[config.mk]
export PLATFORM = sky130hd
export DESIGN_NAME = cluster_peripherals
export DESIGN_NICKNAME = d
export VERILOG_FILES = /design/src/cluster_periph_pkg.sv /design/src/periph_apb_if.sv /design/src/periph_apb_decoder.sv /design/src/cluster_ctrl_unit.sv /design/src/cluster_timer.sv /design/src/cluster_event_unit.sv /design/src/cluster_peripherals.sv
export SDC_FILE = /design/constraint.sdc
export NUM_CORES = 1
export LEC_CHECK = 0
export BUFFER_PORTS_ARGS = -buffer_cell sky130_fd_sc_hd__clkbuf_2
export CORE_UTILIZATION = 45
export CTS_CLUSTER_DIAMETER = 40
export DETAILED_ROUTE_END_ITERATION = 12
export HOLD_SLACK_MARGIN = 0.15
export PLACE_DENSITY = 0.66
export SLEW_MARGIN = 20
export SYNTH_ARGS = -nofsm -noshare
export SYNTH_HDL_FRONTEND = slang
export SYNTH_HIERARCHICAL = 1
export SYNTH_SLANG_ARGS = --single-unit
[constraint.sdc]
create_clock -name clk_i -period 4.49 [get_ports clk_i]
set_input_delay 0.898 -clock clk_i [delete_from_list [all_inputs] [get_ports clk_i]]
set_output_delay 0.898 -clock clk_i [all_outputs]
set_load 0.005 [all_outputs]
[src/cluster_periph_pkg.sv]
/*
 * Cluster peripheral package
 * Address map, bus widths, register offsets and the event bit
 * layout shared by the decoder, the peripherals and the top level
 */
package cluster_periph_pkg;

  // APB window seen by the cluster peripherals
  localparam int unsigned APB_ADDR_W = 12;
  localparam int unsigned APB_DATA_W = 32;

  typedef logic [APB_ADDR_W-1:0] apb_addr_t;
  typedef logic [APB_DATA_W-1:0] apb_data_t;

  // Page field picks one of the peripherals
  localparam int unsigned PAGE_MSB = 11;
  localparam int unsigned PAGE_LSB = 10;

  typedef enum logic [1:0] {
    PAGE_CTRL  = 2'd0,
    PAGE_TIMER = 2'd1,
    PAGE_EVENT = 2'd2,
    PAGE_NONE  = 2'd3
  } page_e;

  // Control unit, boot address of core k at CTRL_BOOT_OFS + 4k
  localparam apb_addr_t CTRL_EOC_OFS   = 12'h000;
  localparam apb_addr_t CTRL_FETCH_OFS = 12'h004;
  localparam apb_addr_t CTRL_BOOT_OFS  = 12'h040;

  // Timer
  localparam apb_addr_t   TIMER_CFG_OFS     = 12'h000;
  localparam apb_addr_t   TIMER_COUNT_OFS   = 12'h004;
  localparam apb_addr_t   TIMER_CMP_OFS     = 12'h008;
  localparam int unsigned TIMER_CFG_EN_BIT  = 0;
  localparam int unsigned TIMER_CFG_CLR_BIT = 1;

  // Event unit, mask and buffer repeat every 8 bytes per core
  localparam apb_addr_t EVT_MASK_OFS    = 12'h000;
  localparam apb_addr_t EVT_BUF_OFS     = 12'h004;
  localparam apb_addr_t EVT_SW_TRIG_OFS = 12'h040;

  localparam int unsigned EVT_W = 7;
  typedef logic [EVT_W-1:0] evt_vec_t;

  localparam int unsigned EVT_TIMER_BIT = 0;
  localparam int unsigned EVT_DMA_BIT   = 1;
  localparam int unsigned EVT_ACC_LSB   = 2;
  localparam int unsigned EVT_SW_BIT    = 6;

  localparam int unsigned ACC_EVT_W = 4;
  typedef logic [ACC_EVT_W-1:0] acc_evt_t;

  typedef logic [31:0] boot_addr_t;
  localparam boot_addr_t DEFAULT_BOOT_ADDR = 32'h1C00_0000;

endpackage

[src/periph_apb_if.sv]
/*
 * Peripheral APB link
 * Zero wait state APB between the address decoder and one
 * peripheral, paddr carries the offset inside the page only
 */
`timescale 1ns/100ps

interface periph_apb_if import cluster_periph_pkg::*; ();

  logic      psel;
  logic      penable;
  logic      pwrite;
  apb_addr_t paddr;
  apb_data_t pwdata;
  apb_data_t prdata;
  logic      pready;

  // Decoder side
  modport master (
    output psel,
    output penable,
    output pwrite,
    output paddr,
    output pwdata,
    input  prdata,
    input  pready
  );

  // Peripheral side
  modport slave (
    input  psel,
    input  penable,
    input  pwrite,
    input  paddr,
    input  pwdata,
    output prdata,
    output pready
  );

endinterface

[src/periph_apb_decoder.sv]
/*
 * Peripheral APB decoder
 * Splits the cluster peripheral window into pages, forwards each
 * transfer to one peripheral and returns its response
 */
`timescale 1ns/100ps

module periph_apb_decoder import cluster_periph_pkg::*; (
  input  logic             clk_i,
  input  logic             arst_n_i,
  input  logic             psel_i,
  input  logic             penable_i,
  input  logic             pwrite_i,
  input  apb_addr_t        paddr_i,
  input  apb_data_t        pwdata_i,
  output apb_data_t        prdata_o,
  output logic             pready_o,
  output logic             pslverr_o,
  periph_apb_if.master     ctrl_bus,
  periph_apb_if.master     timer_bus,
  periph_apb_if.master     evt_bus
);

  page_e     page;
  apb_addr_t page_ofs;

  assign page     = page_e'(paddr_i[PAGE_MSB:PAGE_LSB]);
  assign page_ofs = {{(APB_ADDR_W-PAGE_LSB){1'b0}}, paddr_i[PAGE_LSB-1:0]};

  //************************************************************
  // Request side
  //************************************************************
  assign ctrl_bus.psel    = psel_i && (page == PAGE_CTRL);
  assign ctrl_bus.penable = penable_i && (page == PAGE_CTRL);
  assign ctrl_bus.pwrite  = pwrite_i;
  assign ctrl_bus.paddr   = page_ofs;
  assign ctrl_bus.pwdata  = pwdata_i;

  assign timer_bus.psel    = psel_i && (page == PAGE_TIMER);
  assign timer_bus.penable = penable_i && (page == PAGE_TIMER);
  assign timer_bus.pwrite  = pwrite_i;
  assign timer_bus.paddr   = page_ofs;
  assign timer_bus.pwdata  = pwdata_i;

  assign evt_bus.psel    = psel_i && (page == PAGE_EVENT);
  assign evt_bus.penable = penable_i && (page == PAGE_EVENT);
  assign evt_bus.pwrite  = pwrite_i;
  assign evt_bus.paddr   = page_ofs;
  assign evt_bus.pwdata  = pwdata_i;

  //************************************************************
  // Response side
  //************************************************************
  always_comb begin
    prdata_o = '0;
    pready_o = 1'b1;
    case (page)
      PAGE_CTRL: begin
        prdata_o = ctrl_bus.prdata;
        pready_o = ctrl_bus.pready;
      end
      PAGE_TIMER: begin
        prdata_o = timer_bus.prdata;
        pready_o = timer_bus.pready;
      end
      PAGE_EVENT: begin
        prdata_o = evt_bus.prdata;
        pready_o = evt_bus.pready;
      end
      default: begin
        // Empty page answers at once with zero data
        prdata_o = '0;
        pready_o = 1'b1;
      end
    endcase
  end

  assign pslverr_o = psel_i && penable_i && (page == PAGE_NONE);

  one_slave_sel_a: assert property (@(posedge clk_i) disable iff (!arst_n_i)
    $onehot0({ctrl_bus.psel, timer_bus.psel, evt_bus.psel}));

  penable_in_sel_a: assert property (@(posedge clk_i) disable iff (!arst_n_i)
    penable_i |-> psel_i);

endmodule

[src/cluster_ctrl_unit.sv]
/*
 * Cluster control unit
 * End-of-computation flag, per-core fetch enable and per-core
 * boot addresses, all read and written over APB
 */
`timescale 1ns/100ps

module cluster_ctrl_unit import cluster_periph_pkg::*; #(
  parameter int unsigned NB_CORES  = 4,
  parameter boot_addr_t  BOOT_ADDR = DEFAULT_BOOT_ADDR
) (
  input  logic                         clk_i,
  input  logic                         arst_n_i,
  input  logic                         fetch_en_i,
  periph_apb_if.slave                  bus,
  output logic                         eoc_o,
  output logic       [NB_CORES-1:0]    core_fetch_en_o,
  output boot_addr_t [NB_CORES-1:0]    boot_addr_o
);

  logic                      eoc_q;
  logic       [NB_CORES-1:0] fetch_en_q;
  boot_addr_t [NB_CORES-1:0] boot_addr_q;
  logic       [NB_CORES-1:0] boot_hit;
  logic                      wr_en;
  apb_data_t                 rdata;

  // Transfer completes in the access cycle, no wait states
  assign wr_en      = bus.psel && bus.penable && bus.pwrite;
  assign bus.pready = 1'b1;

  // One boot address word per core
  always_comb begin
    for (int k = 0; k < NB_CORES; k++) begin
      boot_hit[k] = (bus.paddr == CTRL_BOOT_OFS + apb_addr_t'(4 * k));
    end
  end

  //************************************************************
  // Registers
  //************************************************************
  always_ff @(posedge clk_i or negedge arst_n_i) begin
    if (!arst_n_i) begin
      eoc_q       <= 1'b0;
      fetch_en_q  <= '0;
      boot_addr_q <= {NB_CORES{BOOT_ADDR}};
    end else if (wr_en) begin
      if (bus.paddr == CTRL_EOC_OFS) begin
        eoc_q <= bus.pwdata[0];
      end
      if (bus.paddr == CTRL_FETCH_OFS) begin
        fetch_en_q <= bus.pwdata[NB_CORES-1:0];
      end
      for (int k = 0; k < NB_CORES; k++) begin
        if (boot_hit[k]) begin
          boot_addr_q[k] <= bus.pwdata;
        end
      end
    end
  end

  //************************************************************
  // Read back
  //************************************************************
  always_comb begin
    rdata = '0;
    if (bus.paddr == CTRL_EOC_OFS) begin
      rdata[0] = eoc_q;
    end
    if (bus.paddr == CTRL_FETCH_OFS) begin
      rdata[NB_CORES-1:0] = fetch_en_q;
    end
    for (int k = 0; k < NB_CORES; k++) begin
      if (boot_hit[k]) begin
        rdata = boot_addr_q[k];
      end
    end
  end

  assign bus.prdata = rdata;

  // External fetch enable starts every core
  assign eoc_o           = eoc_q;
  assign core_fetch_en_o = fetch_en_q | {NB_CORES{fetch_en_i}};
  assign boot_addr_o     = boot_addr_q;

endmodule

[src/cluster_timer.sv]
/*
 * Cluster timer
 * 32-bit up-counter with compare, emits a one-cycle match event
 * and can restart from zero on a match
 */
`timescale 1ns/100ps

module cluster_timer import cluster_periph_pkg::*; (
  input  logic        clk_i,
  input  logic        arst_n_i,
  periph_apb_if.slave bus,
  output logic        match_evt_o
);

  logic [1:0] cfg_q;
  apb_data_t  count_q;
  apb_data_t  cmp_q;
  logic       match_evt_q;
  logic       wr_en;
  logic       count_en;
  logic       match_hit;
  apb_data_t  rdata;

  assign wr_en      = bus.psel && bus.penable && bus.pwrite;
  assign bus.pready = 1'b1;

  assign count_en = cfg_q[TIMER_CFG_EN_BIT];

  // Compare hit, held off for one cycle after a match
  assign match_hit = count_en && (count_q == cmp_q) && !match_evt_q;

  //************************************************************
  // Configuration and compare
  //************************************************************
  always_ff @(posedge clk_i or negedge arst_n_i) begin
    if (!arst_n_i) begin
      cfg_q <= '0;
      cmp_q <= '0;
    end else if (wr_en) begin
      if (bus.paddr == TIMER_CFG_OFS) begin
        cfg_q <= bus.pwdata[1:0];
      end
      if (bus.paddr == TIMER_CMP_OFS) begin
        cmp_q <= bus.pwdata;
      end
    end
  end

  //************************************************************
  // Counter and match event
  //************************************************************
  always_ff @(posedge clk_i or negedge arst_n_i) begin
    if (!arst_n_i) begin
      count_q     <= '0;
      match_evt_q <= 1'b0;
    end else begin
      match_evt_q <= match_hit;
      // Software write has priority over counting
      if (wr_en && (bus.paddr == TIMER_COUNT_OFS)) begin
        count_q <= bus.pwdata;
      end else if (match_hit && cfg_q[TIMER_CFG_CLR_BIT]) begin
        count_q <= '0;
      end else if (count_en) begin
        count_q <= count_q + 1'b1;
      end
    end
  end

  always_comb begin
    rdata = '0;
    case (bus.paddr)
      TIMER_CFG_OFS:   rdata[1:0] = cfg_q;
      TIMER_COUNT_OFS: rdata = count_q;
      TIMER_CMP_OFS:   rdata = cmp_q;
      default:         rdata = '0;
    endcase
  end

  assign bus.prdata  = rdata;
  assign match_evt_o = match_evt_q;

  match_single_a: assert property (@(posedge clk_i) disable iff (!arst_n_i)
    match_evt_o |=> !match_evt_o);

endmodule

[src/cluster_event_unit.sv]
/*
 * Cluster event unit
 * Sticky per-core event buffers with masks, a software trigger
 * and one registered interrupt request per core
 */
`timescale 1ns/100ps

module cluster_event_unit import cluster_periph_pkg::*; #(
  parameter int unsigned NB_CORES = 4
) (
  input  logic                    clk_i,
  input  logic                    arst_n_i,
  input  logic                    timer_evt_i,
  input  logic     [NB_CORES-1:0] dma_event_i,
  input  acc_evt_t [NB_CORES-1:0] acc_events_i,
  periph_apb_if.slave             bus,
  output logic     [NB_CORES-1:0] irq_req_o
);

  // Byte distance between the register pairs of two cores
  localparam int unsigned EVT_STRIDE = 8;

  evt_vec_t [NB_CORES-1:0] evt_mask_q;
  evt_vec_t [NB_CORES-1:0] evt_buf_q;
  evt_vec_t [NB_CORES-1:0] evt_buf_d;
  evt_vec_t [NB_CORES-1:0] evt_in;
  evt_vec_t [NB_CORES-1:0] buf_clr;
  logic     [NB_CORES-1:0] mask_hit;
  logic     [NB_CORES-1:0] buf_hit;
  logic     [NB_CORES-1:0] irq_req_q;
  logic                    wr_en;
  logic                    sw_wr;
  apb_data_t               rdata;

  assign wr_en      = bus.psel && bus.penable && bus.pwrite;
  assign sw_wr      = wr_en && (bus.paddr == EVT_SW_TRIG_OFS);
  assign bus.pready = 1'b1;

  //************************************************************
  // Event assembly and buffer update
  //************************************************************
  always_comb begin
    for (int k = 0; k < NB_CORES; k++) begin
      mask_hit[k] = (bus.paddr == EVT_MASK_OFS + apb_addr_t'(EVT_STRIDE * k));
      buf_hit[k]  = (bus.paddr == EVT_BUF_OFS + apb_addr_t'(EVT_STRIDE * k));

      evt_in[k]                           = '0;
      evt_in[k][EVT_TIMER_BIT]            = timer_evt_i;
      evt_in[k][EVT_DMA_BIT]              = dma_event_i[k];
      evt_in[k][EVT_ACC_LSB +: ACC_EVT_W] = acc_events_i[k];
      evt_in[k][EVT_SW_BIT]               = sw_wr && bus.pwdata[k];

      // Write of ones clears, a new event in the same cycle wins
      buf_clr[k]   = (wr_en && buf_hit[k]) ? bus.pwdata[EVT_W-1:0] : '0;
      evt_buf_d[k] = (evt_buf_q[k] & ~buf_clr[k]) | evt_in[k];
    end
  end

  always_ff @(posedge clk_i or negedge arst_n_i) begin
    if (!arst_n_i) begin
      evt_mask_q <= '0;
      evt_buf_q  <= '0;
      irq_req_q  <= '0;
    end else begin
      evt_buf_q <= evt_buf_d;
      for (int k = 0; k < NB_CORES; k++) begin
        if (wr_en && mask_hit[k]) begin
          evt_mask_q[k] <= bus.pwdata[EVT_W-1:0];
        end
        irq_req_q[k] <= |(evt_buf_q[k] & evt_mask_q[k]);
      end
    end
  end

  //************************************************************
  // Read back, the software trigger reads as zero
  //************************************************************
  always_comb begin
    rdata = '0;
    for (int k = 0; k < NB_CORES; k++) begin
      if (mask_hit[k]) begin
        rdata[EVT_W-1:0] = evt_mask_q[k];
      end
      if (buf_hit[k]) begin
        rdata[EVT_W-1:0] = evt_buf_q[k];
      end
    end
  end

  assign bus.prdata = rdata;
  assign irq_req_o  = irq_req_q;

  for (genvar k = 0; k < NB_CORES; k++) begin : gen_irq_chk
    irq_needs_mask_a: assert property (@(posedge clk_i) disable iff (!arst_n_i)
      irq_req_o[k] |-> ($past(evt_mask_q[k]) != '0));
  end

endmodule

[src/cluster_peripherals.sv]
/*
 * Cluster peripheral subsystem
 * APB slave port feeding the control unit, the cluster timer
 * and the event unit through a page decoder
 */
`timescale 1ns/100ps

module cluster_peripherals import cluster_periph_pkg::*; #(
  parameter int unsigned NB_CORES  = 4,
  parameter boot_addr_t  BOOT_ADDR = DEFAULT_BOOT_ADDR
) (
  input  logic                      clk_i,
  input  logic                      arst_n_i,
  input  logic                      fetch_en_i,

  // APB slave port
  input  logic                      apb_psel_i,
  input  logic                      apb_penable_i,
  input  logic                      apb_pwrite_i,
  input  apb_addr_t                 apb_paddr_i,
  input  apb_data_t                 apb_pwdata_i,
  output apb_data_t                 apb_prdata_o,
  output logic                      apb_pready_o,
  output logic                      apb_pslverr_o,

  // Per-core events and controls
  input  logic       [NB_CORES-1:0] dma_event_i,
  input  acc_evt_t   [NB_CORES-1:0] acc_events_i,
  output logic                      eoc_o,
  output logic       [NB_CORES-1:0] core_fetch_en_o,
  output boot_addr_t [NB_CORES-1:0] boot_addr_o,
  output logic       [NB_CORES-1:0] irq_req_o
);

  if ((NB_CORES < 1) || (NB_CORES > 8)) begin : gen_cores_chk
    $error("NB_CORES must lie between 1 and 8");
  end

  logic s_timer_evt;

  periph_apb_if ctrl_bus ();
  periph_apb_if timer_bus ();
  periph_apb_if evt_bus ();

  //************************************************************
  // Address decoder
  //************************************************************
  periph_apb_decoder periph_apb_decoder_i (
    .clk_i     ( clk_i         ),
    .arst_n_i  ( arst_n_i      ),
    .psel_i    ( apb_psel_i    ),
    .penable_i ( apb_penable_i ),
    .pwrite_i  ( apb_pwrite_i  ),
    .paddr_i   ( apb_paddr_i   ),
    .pwdata_i  ( apb_pwdata_i  ),
    .prdata_o  ( apb_prdata_o  ),
    .pready_o  ( apb_pready_o  ),
    .pslverr_o ( apb_pslverr_o ),
    .ctrl_bus  ( ctrl_bus      ),
    .timer_bus ( timer_bus     ),
    .evt_bus   ( evt_bus       )
  );

  //************************************************************
  // Peripherals
  //************************************************************
  cluster_ctrl_unit #(
    .NB_CORES  ( NB_CORES  ),
    .BOOT_ADDR ( BOOT_ADDR )
  ) cluster_ctrl_unit_i (
    .clk_i           ( clk_i           ),
    .arst_n_i        ( arst_n_i        ),
    .fetch_en_i      ( fetch_en_i      ),
    .bus             ( ctrl_bus        ),
    .eoc_o           ( eoc_o           ),
    .core_fetch_en_o ( core_fetch_en_o ),
    .boot_addr_o     ( boot_addr_o     )
  );

  cluster_timer cluster_timer_i (
    .clk_i       ( clk_i       ),
    .arst_n_i    ( arst_n_i    ),
    .bus         ( timer_bus   ),
    .match_evt_o ( s_timer_evt )
  );

  cluster_event_unit #(
    .NB_CORES ( NB_CORES )
  ) cluster_event_unit_i (
    .clk_i        ( clk_i        ),
    .arst_n_i     ( arst_n_i     ),
    .timer_evt_i  ( s_timer_evt  ),
    .dma_event_i  ( dma_event_i  ),
    .acc_events_i ( acc_events_i ),
    .bus          ( evt_bus      ),
    .irq_req_o    ( irq_req_o    )
  );

endmodule

==> parameters.txt, run 1 <==
Parameter                              Value

Pwr
  Pleak    0.008685 uW
  Power Dens Cells    340.8 nW/um^2
  Share of power burned in combinational logic    4.9%
  Cell-internal power    4552 uW
  Seq pwr share    39.3%
  Worst VDD drop    slightly below 0.0003 V
  Relative contribution of the clock network to total power    55.8%
  Switching share of total power    23.80%
  Reported net switching power    1422 uW

Yosys
  Synthesis warning total    6
  Post-Synthesis Mean Instance Area    11.16 sq um
  Post-synthesis instance total    1,378
  Mapped Area    roughly 15,000 sq um

Global route
  First-pass GRT wire length    69,530 um
  Overall fraction of global-route tracks in use    around a quarter
  Remaining global-route overflow    0
  Number of antenna violations at the first check in global routing    3
  Vias in the first global route    11,480
  Maximum number of pins on one net before global-route repair    114

Run status
  Outcome    completed

Critical path
  Start-to-end type of the worst setup path    primary input to output port
  Arrival time of the worst setup path    3450 ps
  Critical Path End Type    output port
  Crit-path max FO    26
  Required time at the endpoint of the critical path    around 3600 ps
  Setup crit start kind    primary input

Clock network
  Number of buffers added for setup after CTS    0
  H-tree lvl count    2
  Maximum buffer depth of the clock tree    3
  Root buffer cell    sky130_fd_sc_hd__clkbuf_16
  Number of cells upsized or downsized after cts    0
  TritonCTS clock tree    done
  Hold buffer count at cts    0
  Number of buffers created by CTS    41
  Clock-pin slew on the worst setup and hold paths    50 ps
  Clock Latency Late Sink    around 550 ps
  Clock sink total    260

Timing
  Fin crit share    a little under 100%
  Setup violations, final    0
  Minimum clock period after layout    4345 ps
  Final max-slew violation count    0
  Max Freq    roughly 0.23 GHz
  Summed negative setup slack over all endpoints    0 ps
  Unrepaired setup endpoints after global routing    no
  Worst slew slack as a fraction of its limit    34.32%
  Number of failing hold endpoints at the final stage    0
  Least-Margin Pin Slew    roughly 980 ps
  Final Skew    12.51 ps

Floorplan
  Area of the die    between 30,000 and 40,000 sq um
  I/O pin cnt    241
  Initial Util    between 40% and 50%
  Horizontal die dimension    186.9 um
  Die Y-Extent    186.9 um
  Std cell rows    67
  Core ar.    33,620 sq um

Detailed routing
  Average vias per placed instance    about 5.7
  Residual DRC    0
  Detail Route Antenna Nets    0
  Total detailed-routing wirelength    44,770 um
  Number of iterations in the first detailed-routing pass    5
  Drt first-iter violations    822
  Count of vias placed by the detailed router    11,260
  Wire length per cell    between 20 and 25 um

Placed design
  RePlAce Congestion    0.8695
  Post-DP HPWL    between 30,000 and 40,000 um
  Cell count after placement    between 1,500 and 2,000
  Port bufs    239

Cells and area
  Area occupied by multi-input gates    ~7400 sq um
  Area growth, synth to finish    14.02%
  Share of cells above drive strength 1    38.61%
  Most common library cell in the layout ignoring fill and taps    sky130_fd_sc_hd__dfrtp_1
  Number of cells in the finished layout apart from fillers    1,985
  Total number of nets in the final design    1,575
  Sequential standard cell area    6521 sq um
  Most frequent cells in the layout    sky130_fd_sc_hd__dfrtp_1, sky130_fd_sc_hd__clkbuf_2, sky130_fd_sc_hd__mux2_2, sky130_fd_sc_hd__nand2_1, sky130_fd_sc_hd__mux2i_1
  Final-layout fill cell count    2,957

Flow run
  Max-Cap Viols    0

Min path
  Path type of the worst min-delay path    primary input to asynchronous set/reset pin
## routing by layer
metal / track usage [%] / vias to the layer above / part of all wire, %
li1: - / 5066 / -
met1: 33.50 / 5682 / 43
met2: 42.04 / 416 / 48
met3: 5.291 / 95 / 6.2
met4: 10.09 / 4 / 3.5
met5: 0 / - / 0.069
## stage by stage
step           setup WS [ps]  util, %  total power, uW  hold slack (ps)  cell area (sq um)
2_1_floorplan          897.8        -             2603            462.7              15480
3_3_place_gp           175.5    47.82             2675            492.7              16080
3_5_place_dp           242.9    47.82             2677            509.6              16080
4_1_cts                220.2    52.15             6033            472.0              17530
5_1_grt                22.32    52.15             6152            502.8              17530
6_report               144.9    52.15             5974            429.6              17530
## power by group through the flow
stage / clock network (uW) / logic [uW] / registers, uW
after floorplan: 0 / 216 / 2390
after global placement: 0 / 288 / 2390
after detailed placement: 0 / 290 / 2390
after CTS: 3400 / 291 / 2350
after global routing: 3490 / 317 / 2340
final: 3340 / 291 / 2350
## critical path, stage by stage
cell                        delay, ps
sky130_fd_sc_hd__clkbuf_2         330
sky130_fd_sc_hd__nor4_2           500
sky130_fd_sc_hd__and3_1           230
sky130_fd_sc_hd__nand2_1          170
sky130_fd_sc_hd__nor2_2           300
sky130_fd_sc_hd__buf_12           230
sky130_fd_sc_hd__a22o_1           230
sky130_fd_sc_hd__o2bb2ai_1        310
sky130_fd_sc_hd__clkbuf_2         220
## final cells by class
class	count	area share (%)
clock inverters	28	2.077
multi-input cells	906	42.06
flip-flops and latches	260	37.20
inverters	22	0.4710
repair buffers	273	8.778
well taps	448	3.197
clock buffers	47	6.209
diodes	1	0.01427
## flip-flops by register name, indices dropped and copies added, names as in the netlist
signal                           cells
cluster_timer_i/cmp_q               32
cluster_ctrl_unit_i/eoc_o            1
cluster_timer_i/count_q             32
cluster_ctrl_unit_i/boot_addr_o    128
cluster_timer_i/match_evt_o          1
cluster_event_unit_i/evt_buf_q      28
cluster_event_unit_i/irq_req_o       4
cluster_ctrl_unit_i/fetch_en_q       4
cluster_timer_i/cfg_q                2
cluster_event_unit_i/evt_mask_q     28
## path summary, 6_finish.rpt
path	cells past startpoint	slack, ps	startpoint	endpoint
setup / recovery	9	140	apb_paddr_i[6]	apb_prdata_o[17]
hold / removal	1	430	arst_n_i	cluster_ctrl_unit_i/boot_addr_o[6]$_DFFE_PN0P_
setup reg to reg	7	2120	cluster_timer_i/count_q[0]$_DFFE_PN0P_	cluster_timer_i/count_q[31]$_DFFE_PN0P_
hold reg to reg	1	510	cluster_ctrl_unit_i/boot_addr_o[20]$_DFFE_PN0P_	cluster_ctrl_unit_i/boot_addr_o[20]$_DFFE_PN0P_
max in group asynchronous	2	2980	arst_n_i	cluster_ctrl_unit_i/boot_addr_o[80]$_DFFE_PN0P_
min in group clk_i	1	510	cluster_ctrl_unit_i/boot_addr_o[20]$_DFFE_PN0P_	cluster_ctrl_unit_i/boot_addr_o[20]$_DFFE_PN0P_
Power figures use the tool's default switching activity.
==> inputs of run 2 (changes only) <==
PLACE_DENSITY = 0.67   (was 0.66)
SYNTH_HIERARCHICAL = not set   (was 1)
==> parameters.txt, run 2 <==
Parameter                              Value

Clock network
  H-tree lvl count    2 (unchanged)
  Clock Latency Late Sink    520 ps (-30 ps)
  Clock sink total    260 (unchanged)
  Maximum buffer depth of the clock tree    3 (unchanged)
  Number of buffers created by CTS    41 (unchanged)
  Number of buffers added for setup after CTS    0 (unchanged)
  TritonCTS clock tree    done
  Clock-pin slew on the worst setup and hold paths    50 ps (about the same)
  Hold buffer count at cts    0 (unchanged)
  Root buffer cell    sky130_fd_sc_hd__clkbuf_16
  Number of cells upsized or downsized after cts    0 (unchanged)

Yosys
  Combinational family with the most area after synthesis    multiplexers
  Proportion of synthesized chip area in sequential cells    between 40% and 50%
  Simple logic cell fraction of the synthesized area    11.85%
  Post-synthesis instance total    1,225 (-11%)
  Synthesis warning total    0 (-6)
  Post-Synth XOR/XNOR Area    approximately 3.2%
  Fraction of registers with async set or reset after synthesis    100.0%
  Most frequently used flop master after synthesis    sky130_fd_sc_hd__dfrtp_1
  Count of state elements after synthesis    260
  Mapped Area    13,510 sq um (-12%)
  Biggest area consumer among synthesized cells    sky130_fd_sc_hd__dfrtp_1
  Dominant cell by count in the synthesized netlist    sky130_fd_sc_hd__dfrtp_1
  Syn Nets    1,296
  Largest cells by area after synthesis    sky130_fd_sc_hd__dfrtp_1, sky130_fd_sc_hd__mux2_2, sky130_fd_sc_hd__mux2_1
  Arithmetic-cell share of the synthesized area counting full adders, half adders and majority gates    less than 1%
  Complex-gate fraction of the synthesized area    16.09%
  Most used standard cells in the synthesized netlist    sky130_fd_sc_hd__dfrtp_1, sky130_fd_sc_hd__mux2_2, sky130_fd_sc_hd__nand2_1
  Distinct cell type count of the synthesized netlist    70
  Post-Synthesis Mean Instance Area    11.03 sq um (-1.2%)
  Fraction of post-synthesis cell area in the top cell type by area    45.94%
  Portion of netlist area occupied by mux cells    between 10% and 20%
  Count of flip-flops with a built-in enable after synthesis    0

Pwr
  Power Dens Cells    351.3 nW/um^2 (+3.1%)
  Relative contribution of the clock network to total power    54.1% (-1.7 points)
  Pleak    0.007649 uW (-12%)
  Cell-internal power    4454 uW (-2.2%)
  Share of power burned in combinational logic    5.2% (+0.3 points)
  Seq pwr share    40.7% (+1.4 points)
  Final Power    5822 uW (-2.5%)
  Reported net switching power    1368 uW (-3.8%)
  Worst VDD drop    0.0002624 V (-12%)
  Switching share of total power    23.50% (-0.30 points)

Floorplan
  Area of the die    30,710 sq um (-12%)
  I/O pin cnt    241 (unchanged)
  Core ar.    29,560 sq um (-12%)
  Std cell rows    63 (-6.0%)
  Initial Util    45.70% (about the same)
  Horizontal die dimension    175.3 um (-6.2%)
  Die Y-Extent    175.3 um (-6.2%)

Cells and area
  Most frequent cells in the layout    sky130_fd_sc_hd__dfrtp_1, sky130_fd_sc_hd__clkbuf_2, sky130_fd_sc_hd__mux2_2, sky130_fd_sc_hd__nand2_1
  Most common library cell in the layout ignoring fill and taps    sky130_fd_sc_hd__dfrtp_1
  Max reg flops    128 (unchanged)
  Area growth, synth to finish    22.69%
  Total non-filler cell area in the finished layout    16,570 sq um (-5.5%)
  Final-layout fill cell count    2,616 (-12%)
  Total number of nets in the final design    1,517 (-3.7%)
  Number of cells in the finished layout apart from fillers    1,865 (-6.0%)
  Share of cells above drive strength 1    37.11% (-1.5 points)

Detailed routing
  Wire length per cell    23.98 um (+6.3%)
  Drt first-iter violations    1,070 (+30%)
  Count of vias placed by the detailed router    11,500 (+2.1%)
  Number of iterations in the first detailed-routing pass    5 (unchanged)
  Detail Route Antenna Nets    0 (unchanged)
  Residual DRC    0 (unchanged)
  Total detailed-routing wirelength    44,720 um (-0.12%)
  Average vias per placed instance    6.168 (+8.7%)

Global route
  Overall fraction of global-route tracks in use    29.30% (+3.6 points)
  Global-route track usage on met1    42.09% (+8.6 points)
  Grt met3 use    6.169% (+0.88 points)
  Vias in the first global route    11,260 (-1.9%)
  First-pass GRT wire length    68,920 um (-0.87%)
  Number of antenna violations at the first check in global routing    2 (-1)
  Most Crowded Layer GR    met2
  Remaining global-route overflow    0 (unchanged)
  Maximum number of pins on one net before global-route repair    106 (-7.0%)
  Met2 demand-to-capacity share in global routing    44.06% (+2.0 points)

Critical path
  Worst R2R Start    cluster_timer_i.count_q[4]$_DFFE_PN0P_
  Slowest CP cell    sky130_fd_sc_hd__or4_4
  Start-to-end type of the worst setup path    primary input to output port
  Longest individual stage delay on the worst path    720 ps (+220 ps)
  Reg-to-reg setup timing slack    1720 ps (-400 ps)
  Arrival time of the worst setup path    3150 ps (-300 ps)
  Buffers and inverters on the worst path    2 (-1)
  Crit path max-delay family    simple AND/OR/NAND/NOR gates
  Cell repeated most along the worst path    sky130_fd_sc_hd__clkbuf_2
  Crit-path max FO    21 (-19%)
  Worst reg2reg path endpoint    cluster_timer_i.count_q[8]$_DFFE_PN0P_
  Critical Path End Type    output port
  Setup crit start kind    primary input
  Worst R2R Path Depth    6 (-1)
  Required time at the endpoint of the critical path    3590 ps (about the same)
  Cell chain of the critical path    clkbuf_2 > or4_4 > or3_1 > nor3b_1 > a21oi_1 > o22ai_1 > clkbuf_2

Run status
  Outcome    completed

Placed design
  Post-DP HPWL    30,520 um (-4.4%)
  Post-detailed-placement cell area    15,200 sq um (-5.5%)
  Port bufs    239 (unchanged)
  Setup slack at placement    483.6 ps (+240.7 ps)
  Cell count after placement    1,793 (-6.1%)
  RePlAce Congestion    0.9156 (+5.3%)

Timing
  Worst slew slack as a fraction of its limit    28.07% (-6.3 points)
  Final Skew    13.46 ps (+0.9406 ps)
  Final max-slew violation count    0 (unchanged)
  Max Freq    0.2473 GHz (+7.5%)
  Number of failing hold endpoints at the final stage    0 (unchanged)
  Minimum clock period after layout    4043 ps (-301.9 ps)
  Summed negative setup slack over all endpoints    0 ps (unchanged)
  Setup violations, final    0 (unchanged)
  Fin crit share    90.05% (-6.7 points)
  Unrepaired setup endpoints after global routing    no
  Least-Margin Pin Slew    1071 ps (+93.06 ps)
  Smallest setup slack after layout    446.9 ps (+301.9 ps)

Flow run
  Max-Cap Viols    0 (unchanged)

Min path
  Path type of the worst min-delay path    primary input to asynchronous set/reset pin
-- run 2: per-layer routing --
layer	up-vias	part of all wire [%]
met5	-	0
met4	0	2.8
met3	81	9.0
met2	573	44
met1	5795	44
li1	5054	-
-- run 2: logic make-up after synthesis --
kind of cell | count (synthesis)
buf+inv | 111
mux | 205
flops | 260
xor+xnor | 49
compound gates | 303
simple gates | 295
other cells | 1
fa+ha+maj | 1
-- run 2: layout make-up --
cell class	instances	area [sq um]	area share, %
Multi-Input combinational cell	854	6563	39.60
Sequential cell	260	6521	39.35
Timing Repair Buffer	278	1587	9.573
Clock buffer	49	1116	6.734
Tap cell	390	488.0	2.944
Clock inverter	22	255.2	1.540
Inverter	11	41.29	0.2491
Antenna cell	1	2.502	0.01510
-- run 2: metrics by stage --
| step | hold slack (ps) | utilization, % |
|---|---|---|
| 2_1_floorplan | 465.6 | - |
| 3_3_place_gp | 490.3 | 51.42 |
| 3_5_place_dp | 501.0 | 51.42 |
| 4_1_cts | 486.5 | 56.06 |
| 5_1_grt | 504.0 | 56.07 |
| 6_report | 438.0 | 56.07 |
-- run 2: worst max path at each step --
stage | startpoint | end | slack, ps | cells past startpoint
2_1_floorplan | apb_paddr_i[9] | apb_prdata_o[27] | 1020 | 7
3_3_place_gp | apb_paddr_i[9] | apb_prdata_o[17] | 500 | 7
3_5_place_dp | apb_paddr_i[9] | apb_prdata_o[17] | 480 | 7
4_1_cts | apb_paddr_i[9] | apb_prdata_o[17] | 480 | 7
5_1_grt | apb_paddr_i[9] | apb_prdata_o[17] | 360 | 7
6_report | apb_paddr_i[9] | apb_prdata_o[17] | 450 | 7
-- run 2: power by group through the flow --
stage / clock network [uW] / registers (uW) / logic, uW
CTS: 3190 / 2370 / 301
floorplan: 0 / 2400 / 126
global route: 3290 / 2370 / 330
finish: 3150 / 2370 / 303
global placement: 0 / 2410 / 297
detailed placement: 0 / 2410 / 299
